$ cat src/verilog/pong_pkg.sv
/* Pong shared definitions
   raster timing, sprite geometry, debounce length and common types */
package pong_pkg;

    typedef logic [9:0] coord_t;  // screen coordinate
    typedef logic [3:0] color_t;  // one colour channel
    typedef enum logic {IDLE = 1'b0, PLAY = 1'b1} game_state_t;

    // 640x480 at 60 Hz, negative sync
    localparam int H_RES   = 640;
    localparam int V_RES   = 480;
    localparam int H_FP    = 16;
    localparam int H_SYNC  = 96;
    localparam int H_BP    = 48;
    localparam int H_TOTAL = H_RES + H_FP + H_SYNC + H_BP;  // 800
    localparam int V_FP    = 10;
    localparam int V_SYNC  = 2;
    localparam int V_BP    = 33;
    localparam int V_TOTAL = V_RES + V_FP + V_SYNC + V_BP;  // 525
    localparam int HS_STA  = H_RES + H_FP;                  // 656
    localparam int HS_END  = HS_STA + H_SYNC - 1;           // 751
    localparam int VS_STA  = V_RES + V_FP;                  // 490
    localparam int VS_END  = VS_STA + V_SYNC - 1;           // 491

    localparam int P_HEIGHT  = 40;
    localparam int P_WIDTH   = 10;
    localparam int P_SPEED   = 4;
    localparam int P_OFFSET  = 32;   // from screen edge
    localparam int P_RESET_Y = 220;
    localparam int P_Y_MAX   = V_RES - P_HEIGHT - P_SPEED;  // lowest start of a move down
    localparam int P2_X      = H_RES - P_OFFSET - P_WIDTH;  // left column of paddle 2

    localparam int B_SIZE    = 8;
    localparam int B_SPX     = 6;
    localparam int B_SPY     = 4;
    localparam int B_RESET_X = 580;  // close to paddle 2
    localparam int B_RESET_Y = 200;

    localparam int DEB_LEN = 16;                   // stable cycles before a level change
    localparam int DEB_CW  = $clog2(DEB_LEN + 1);  // debounce counter width

endpackage

$ cat src/verilog/game_if.sv
/* Game object positions
   paddle rows and ball position shared by game logic and drawing */
`timescale 1ns/1ps

interface game_if
    import pong_pkg::*;
();

    coord_t p1y;  // top row of paddle 1
    coord_t p2y;  // top row of paddle 2
    coord_t bx;   // ball left column
    coord_t by;   // ball top row

    modport pad (
        output p1y, p2y,
        input  by
    );

    modport ball (
        output bx, by
    );

    modport draw (
        input p1y, p2y, bx, by
    );

endinterface

$ cat src/verilog/ball_motion.sv
/* Ball motion
   paddle collision latches, direction bounce and per-frame ball step */
`timescale 1ns/1ps

module ball_motion
    import pong_pkg::*;
(
    input  logic clk_pix,
    input  logic rst_n,
    input  logic frame,
    input  logic b_hit,   // ball pixel drawn
    input  logic p1_hit,  // ball over paddle 1
    input  logic p2_hit,  // ball over paddle 2
    game_if.ball gi
);

    localparam coord_t SPX = coord_t'(B_SPX);
    localparam coord_t SPY = coord_t'(B_SPY);

    logic p1_col;   // paddle 1 touched this frame
    logic p2_col;
    logic dx;       // 1 moves left
    logic dy;       // 1 moves up
    logic dx_next;
    logic dy_next;

    always_ff @(posedge clk_pix) begin
        if (!rst_n) begin
            p1_col <= 1'b0;
            p2_col <= 1'b0;
        end else if (frame) begin
            p1_col <= 1'b0;
            p2_col <= 1'b0;
        end else if (b_hit) begin
            if (p1_hit) p1_col <= 1'b1;
            if (p2_hit) p2_col <= 1'b1;
        end
    end

    always_comb begin
        if (p1_col) begin
            dx_next = 1'b0;
        end else if (p2_col) begin
            dx_next = 1'b1;
        end else if (gi.bx >= coord_t'(H_RES - B_SPX - B_SIZE)) begin
            dx_next = 1'b1;  // right edge
        end else if (gi.bx < SPX) begin
            dx_next = 1'b0;  // left edge
        end else begin
            dx_next = dx;
        end

        if (gi.by >= coord_t'(V_RES - B_SPY - B_SIZE)) begin
            dy_next = 1'b1;  // bottom edge
        end else if (gi.by < SPY) begin
            dy_next = 1'b0;  // top edge
        end else begin
            dy_next = dy;
        end
    end

    always_ff @(posedge clk_pix) begin
        if (!rst_n) begin
            gi.bx <= coord_t'(B_RESET_X);
            gi.by <= coord_t'(B_RESET_Y);
            dx    <= 1'b0;  // right and down
            dy    <= 1'b0;
        end else if (frame) begin
            dx    <= dx_next;
            dy    <= dy_next;
            gi.bx <= dx_next ? gi.bx - SPX : gi.bx + SPX;
            gi.by <= dy_next ? gi.by - SPY : gi.by + SPY;
        end
    end

endmodule

$ cat src/verilog/debounce.sv
/* Button debouncer
   two-flop synchronizer and stability counter, level out plus release pulse */
`timescale 1ns/1ps

module debounce
    import pong_pkg::*;
(
    input  logic clk_pix,
    input  logic rst_n,
    input  logic in,     // raw button
    output logic level,  // debounced level
    output logic rel     // one cycle on a falling level
);

    logic [1:0]        sync_q;
    logic              last;    // last synchronized sample
    logic [DEB_CW-1:0] cnt;

    always_ff @(posedge clk_pix) begin
        if (!rst_n) begin
            sync_q <= '0;
            last   <= 1'b0;
            cnt    <= '0;
            level  <= 1'b0;
            rel    <= 1'b0;
        end else begin
            sync_q <= {sync_q[0], in};
            rel    <= 1'b0;
            if (sync_q[1] != last) begin
                last <= sync_q[1];
                cnt  <= DEB_CW'(DEB_LEN - 1);  // restart on any change
            end else if (cnt != '0) begin
                cnt <= cnt - 1'b1;
            end else if (level != last) begin
                level <= last;
                rel   <= level;  // was high, now released
            end
        end
    end

endmodule

$ cat src/verilog/display_timings.sv
/* Display timing generator
   pixel and line counters for the 640x480 raster with sync, data enable
   and a one-cycle pulse at the start of vertical blanking */
`timescale 1ns/1ps

module display_timings
    import pong_pkg::*;
(
    input  logic   clk_pix,
    input  logic   rst_n,
    output coord_t sx,      // current column
    output coord_t sy,      // current line
    output logic   hsync,
    output logic   vsync,
    output logic   de,
    output logic   frame
);

    logic line_end;
    logic frame_end;

    assign line_end  = (sx == coord_t'(H_TOTAL - 1));
    assign frame_end = (sy == coord_t'(V_TOTAL - 1));

    always_ff @(posedge clk_pix) begin
        if (!rst_n) begin
            sx <= '0;
            sy <= '0;
        end else if (line_end) begin
            sx <= '0;
            sy <= frame_end ? '0 : sy + 1'b1;
        end else begin
            sx <= sx + 1'b1;
        end
    end

    always_comb begin
        // both syncs are active low
        hsync = !((sx >= coord_t'(HS_STA)) && (sx <= coord_t'(HS_END)));
        vsync = !((sy >= coord_t'(VS_STA)) && (sy <= coord_t'(VS_END)));
        de    = (sx < coord_t'(H_RES)) && (sy < coord_t'(V_RES));

        // first blanking line, first column
        frame = (sy == coord_t'(V_RES)) && (sx == '0);
    end

endmodule

$ cat src/verilog/paddle_ctrl.sv
/* Paddle control
   IDLE/PLAY state and per-frame update of both paddles */
`timescale 1ns/1ps

module paddle_ctrl
    import pong_pkg::*;
(
    input  logic clk_pix,
    input  logic rst_n,
    input  logic frame,
    input  logic move_up,
    input  logic move_dn,
    input  logic ctrl_rel,
    game_if.pad  gi
);

    localparam coord_t SPD  = coord_t'(P_SPEED);
    localparam coord_t YMAX = coord_t'(P_Y_MAX);

    game_state_t state;
    coord_t      p1_next;
    coord_t      p2_next;

    // move the paddle centre towards the ball, within the screen limits
    function automatic coord_t track(input coord_t py, input coord_t ball_y);
        coord_t centre;
        coord_t ty;
        centre = py + coord_t'(P_HEIGHT / 2);
        ty     = py;
        if ((centre < ball_y) && (py < YMAX)) begin
            ty = py + SPD;  // ball top is below
        end
        if ((centre > ball_y + coord_t'(B_SIZE)) && (py > SPD)) begin
            ty = py - SPD;  // ball bottom is above
        end
        return ty;
    endfunction

    always_ff @(posedge clk_pix) begin
        if (!rst_n) begin
            state <= IDLE;
        end else if (ctrl_rel) begin
            state <= (state == IDLE) ? PLAY : IDLE;
        end
    end

    always_comb begin
        if (state == PLAY) begin
            p1_next = gi.p1y;
            if (move_up && (gi.p1y > SPD)) begin
                p1_next = gi.p1y - SPD;
            end
            if (move_dn && (gi.p1y < YMAX)) begin
                p1_next = gi.p1y + SPD;  // down wins if both held
            end
        end else begin
            p1_next = track(gi.p1y, gi.by);
        end
        p2_next = track(gi.p2y, gi.by);
    end

    always_ff @(posedge clk_pix) begin
        if (!rst_n) begin
            gi.p1y <= coord_t'(P_RESET_Y);
            gi.p2y <= coord_t'(P_RESET_Y);
        end else if (frame) begin
            gi.p1y <= p1_next;
            gi.p2y <= p2_next;
        end
    end

endmodule

$ cat src/verilog/pong_top.sv
/* Pong top level
   display timing, button debouncers, game logic and sprite drawing */
`timescale 1ns/1ps

module pong_top
    import pong_pkg::*;
(
    input  logic   clk_pix,
    input  logic   rst_n,
    input  logic   btn_up,
    input  logic   btn_dn,
    input  logic   btn_ctrl,
    output logic   hsync,
    output logic   vsync,
    output logic   de,
    output color_t r,
    output color_t g,
    output color_t b
);

    coord_t sx;
    coord_t sy;
    logic   frame;
    logic   move_up;
    logic   move_dn;
    logic   ctrl_rel;
    logic   b_hit;
    logic   p1_hit;
    logic   p2_hit;

    display_timings u_timings (
        .clk_pix (clk_pix),
        .rst_n   (rst_n),
        .sx      (sx),
        .sy      (sy),
        .hsync   (hsync),
        .vsync   (vsync),
        .de      (de),
        .frame   (frame)
    );

    debounce u_deb_up   (.clk_pix(clk_pix), .rst_n(rst_n), .in(btn_up),   .level(move_up), .rel());
    debounce u_deb_dn   (.clk_pix(clk_pix), .rst_n(rst_n), .in(btn_dn),   .level(move_dn), .rel());
    debounce u_deb_ctrl (.clk_pix(clk_pix), .rst_n(rst_n), .in(btn_ctrl), .level(),
                         .rel(ctrl_rel));  // state toggles on release

    game_if u_gi ();

    paddle_ctrl u_paddles (
        .clk_pix (clk_pix),
        .rst_n   (rst_n),
        .frame   (frame),
        .move_up (move_up),
        .move_dn (move_dn),
        .ctrl_rel(ctrl_rel),
        .gi      (u_gi.pad)
    );

    ball_motion u_ball (
        .clk_pix (clk_pix),
        .rst_n   (rst_n),
        .frame   (frame),
        .b_hit   (b_hit),
        .p1_hit  (p1_hit),
        .p2_hit  (p2_hit),
        .gi      (u_gi.ball)
    );

    sprite_draw u_draw (
        .sx      (sx),
        .sy      (sy),
        .de      (de),
        .gi      (u_gi.draw),
        .b_hit   (b_hit),
        .p1_hit  (p1_hit),
        .p2_hit  (p2_hit),
        .r       (r),
        .g       (g),
        .b       (b)
    );

endmodule

$ cat src/verilog/sprite_draw.sv
/* Sprite drawing
   ball and paddle hit tests on the current pixel, white on black RGB */
`timescale 1ns/1ps

module sprite_draw
    import pong_pkg::*;
(
    input  coord_t sx,
    input  coord_t sy,
    input  logic   de,
    game_if.draw   gi,
    output logic   b_hit,
    output logic   p1_hit,
    output logic   p2_hit,
    output color_t r,
    output color_t g,
    output color_t b
);

    logic b_draw;
    logic p1_draw;
    logic p2_draw;
    logic lit;

    always_comb begin
        b_draw  = (sx >= gi.bx) && (sx < gi.bx + coord_t'(B_SIZE))
               && (sy >= gi.by) && (sy < gi.by + coord_t'(B_SIZE));
        p1_draw = (sx >= coord_t'(P_OFFSET)) && (sx < coord_t'(P_OFFSET + P_WIDTH))
               && (sy >= gi.p1y) && (sy < gi.p1y + coord_t'(P_HEIGHT));
        // mirror of paddle 1 about the screen centre
        p2_draw = (sx >= coord_t'(P2_X)) && (sx < coord_t'(P2_X + P_WIDTH))
               && (sy >= gi.p2y) && (sy < gi.p2y + coord_t'(P_HEIGHT));
    end

    always_comb begin
        b_hit  = b_draw;
        p1_hit = b_draw && p1_draw;  // ball over paddle
        p2_hit = b_draw && p2_draw;
    end

    always_comb begin
        lit = de && (b_draw || p1_draw || p2_draw);
        r   = lit ? '1 : '0;
        g   = lit ? '1 : '0;
        b   = lit ? '1 : '0;
    end

endmodule
$ cat config.mk
export PLATFORM = sky130hd
export DESIGN_NAME = pong_top
export DESIGN_NICKNAME = d
export VERILOG_FILES = /design/src/verilog/pong_pkg.sv /design/src/verilog/game_if.sv /design/src/verilog/ball_motion.sv /design/src/verilog/debounce.sv /design/src/verilog/display_timings.sv /design/src/verilog/paddle_ctrl.sv /design/src/verilog/pong_top.sv /design/src/verilog/sprite_draw.sv
export SDC_FILE = /design/constraint.sdc
export NUM_CORES = 1
export LEC_CHECK = 0
export BUFFER_PORTS_ARGS = -buffer_cell sky130_fd_sc_hd__clkbuf_2
export CAP_MARGIN = 20
export CORE_UTILIZATION = 60
export DETAILED_ROUTE_END_ITERATION = 16
export PLACE_DENSITY_LB_ADDON = 0.25
export SLEW_MARGIN = 0
export SYNTH_ARGS = -nofsm -noshare
export SYNTH_HDL_FRONTEND = slang
export SYNTH_SLANG_ARGS = --single-unit
$ cat constraint.sdc
create_clock -name clk_pix -period 10.6 [get_ports clk_pix]
set_input_delay 1.59 -clock clk_pix [delete_from_list [all_inputs] [get_ports clk_pix]]
set_output_delay 1.59 -clock clk_pix [all_outputs]
set_load 0.005 [all_outputs]
==> impl_results.md <==
* Full die area at roughly 12000 um^2
* Post-synth top cells: 124 x ha_1, 86 x dfxtp_1, 77 x nor2_1
* HPWL Detailed at between 10000 and 15000 um
* Reg-to-Reg Start: u_paddles.gi.p1y[4]
* Worst Hold End: u_deb_dn.sync_q[1]
* Clock root cell: clkbuf_16
* Setup TNS at 0 ns
* Non-Filler Instances at 1010
* Total Wirelength at around 17000 um
* Final Max Slew Viols at 0
* Antenna violations before repair at 0
* Largest net degree at the start of global routing at between 40 and 50
* Total gr overflow at 0
* Hold Crit Class: register to register
* Power per cell area at ~110 nW/um^2
* Worst Path Max Fanout at 12
* Hold-critical path depth at 1
* Layout cell share with drive strength beyond 1 at a little over 6%
* Vias at about 6200
* Die height at approximately 110 um
* Final Cycle Share at 52.28%
* Startpoint types: register
* Critical path endpoint category: output port
* Post-synth EDFFs at 0
* Routed wire per std cell at between 15 and 20 um
* Ys flop type: dfxtp_1
* Yosys top cell area share at 23.98%
* Final Critical Period at around 5.5 ns
* Sequential area share after synthesis at 23.98%
* Vias per cell at slightly above 6
* Worst Tran Pin Value at roughly 0.93 ns
* Final Wtd Congestion at roughly 0.95
* Count leader, synth: ha_1
* Gates resized, CTS repair at 0
* Row count at 39
* IO buf count at 19
* WHS at 0.4282 ns
* Reg-to-reg slack, setup at between 6 and 7 ns
* IO Count at 20
* Count of different cell masters after synthesis at 60
* Initial core utilization at ~62%
* Pleak at around 0.0033 uW
* Clock-pin slew on the worst setup and hold paths at ~0.070 ns
* Drt pass-1 iters at 5
* CTS Hold Bufs at 0
* Final design utilization at between 60% and 70%
* Flops & latches, synth at 86
* Worst R2R Path Depth at 13
* Die X at approximately 110 um
* H-Tree Depth at 3
* Hold_sp: u_deb_dn.sync_q[0]
* Hold Vio Cnt, Final at 0
* Required time of the worst setup path at 9.01 ns
* Mapped cell area at between 7000 and 8000 um^2
* CTS tree: yes
* First-pass GRT wire length at a little under 30000 um
* Crit path kind: register to output port
* Sinks on Clock Net at 86
* Syn Area/Cell at a little over 8 um^2
* Worst vdd ir at slightly above 0.09 mV
* Max-cap viol count at 0
* Synth area leader: dfxtp_1
* Placed cells at 994
* Outcome: finished clean
* FF-to-FF End: u_paddles.gi.p1y[7]
* Clock tree buffer depth at 2
* RSZ-0062 raised after global routing: no
* Syn Nets at 996
* Final Skew at 0.008954 ns
* Fmax at roughly 0.18 GHz
* Area Growth Syn to Fin at 5.437%
* Floorplan Core Area at about 12000 um^2
* Vias in the first global route at around 6000
* Yosys warnings at 0
* Post-route ant nets at 0
* Relative slew slack at 37.88%
* DRT iter0 DRCs at 391
* Post CTS Setup Buffer Count at 0
* Nets at between 900 and 1000
* Num CTS Buffers at 9
* Final setup vio count at 0
* ANT cells at 0
* WP data arrival at roughly 4.0 ns
* Ys async rst share at 0%
* GRT Overall Usage at between 20% and 30%
* Clk_lat worst skew at roughly 0.36 ns
* DRC Markers at 0
* Cells after Synth at 867
* Synth area leaders: dfxtp_1 24%, ha_1 22%, xnor2_1 6.2%, nor2_1 4.0%, a21oi_1 3.6%
==> metal layers <==
metal  track usage, %  part of all wire [%]  up-vias
met4            9.369                   1.9        0
li1                 -                     -     3091
met1            36.94                    46     2949
met2            49.13                    47      150
met5                0                     0        -
met3            6.260                   4.8       26
==> critical path: stages, from the launching register on <==
cell and delay [ns]:
dfxtp_1 0.50, ha_1 0.27, and3_1 0.23, nand3_1 0.10, xnor2_1 0.32, ha_1 0.32
a211o_1 0.29, a2111oi_0 0.30, o311ai_0 0.30, a31oi_1 0.72, clkbuf_2 0.24
==> through the flow <==
stage          power (uW)  setup WS, ns  cell area, um^2
2_1_floorplan       491.0         5.899             7179
3_3_place_gp        510.8         5.551             7268
3_5_place_dp        521.6         5.367             7268
4_1_cts             844.3         4.988             7570
5_1_grt             884.7         4.686             7570
6_report            837.9         5.058             7570
==> registers in the layout, indices dropped and copies added, names as in the netlist, 2 cells and up <==
name               cells
u_deb_dn.cnt           5
u_paddles.gi.p2y       8
u_timings.sy          10
u_timings.sx          10
u_deb_up.cnt           5
u_ball.gi.bx           9
u_ball.gi.by           8
u_paddles.gi.p1y       8
u_deb_dn.sync_q        2
u_deb_ctrl.sync_q      2
u_deb_up.sync_q        2
u_deb_ctrl.cnt         5
==> layout make-up <==
class	count	area, um^2
clock buffer	9	225.2
clock inverter	7	76.32
fill	989	3946
inverter	53	198.9
multi-input combinational	689	5044
sequential	86	1722
tap	143	178.9
timing repair buffer	23	125.1
==> cell families after synthesis <==
| family | count (synthesis) | share of synthesized area [%] |
|---|---|---|
| compound gates | 187 | 16.70 |
| simple gates | 291 | 20.93 |
| flops | 86 | 23.98 |
| buf+inv | 92 | 5.768 |
| xor+xnor | 67 | 8.174 |
| mux | 20 | 2.841 |
| fa+ha+maj | 124 | 21.61 |
==> worst max path at each step <==
stage | startpoint | to | slack (ns) | depth (start not counted)
global route | u_ball.gi.by[3] | r[1] | 4.69 | 10
finish | u_ball.gi.by[3] | r[3] | 5.06 | 10
CTS | u_ball.gi.by[3] | r[1] | 4.99 | 10
detailed placement | u_ball.gi.by[3] | r[1] | 5.37 | 10
floorplan | u_ball.gi.bx[3] | b[0] | 5.90 | 9
global placement | u_ball.gi.by[3] | b[2] | 5.55 | 10
==> cells in the final DEF, fill, tap and decap left out, types with 17 or more instances in the layout <==
master,instances
ha_1,124
dfxtp_1,86
nor2_1,77
a21oi_1,52
xnor2_1,51
inv_1,51
o21ai_0,44
nand2_1,43
nand3_1,38
or3_1,23
nor3_1,19
clkbuf_2,19
mux2i_1,17
==> report_power, final <==
group / internal [uW] / switching, uW
clock: 168 / 155
combinational: 64.4 / 82.0
sequential: 347 / 21.7
No activity file was read; power rests on OpenSTA's default activity.
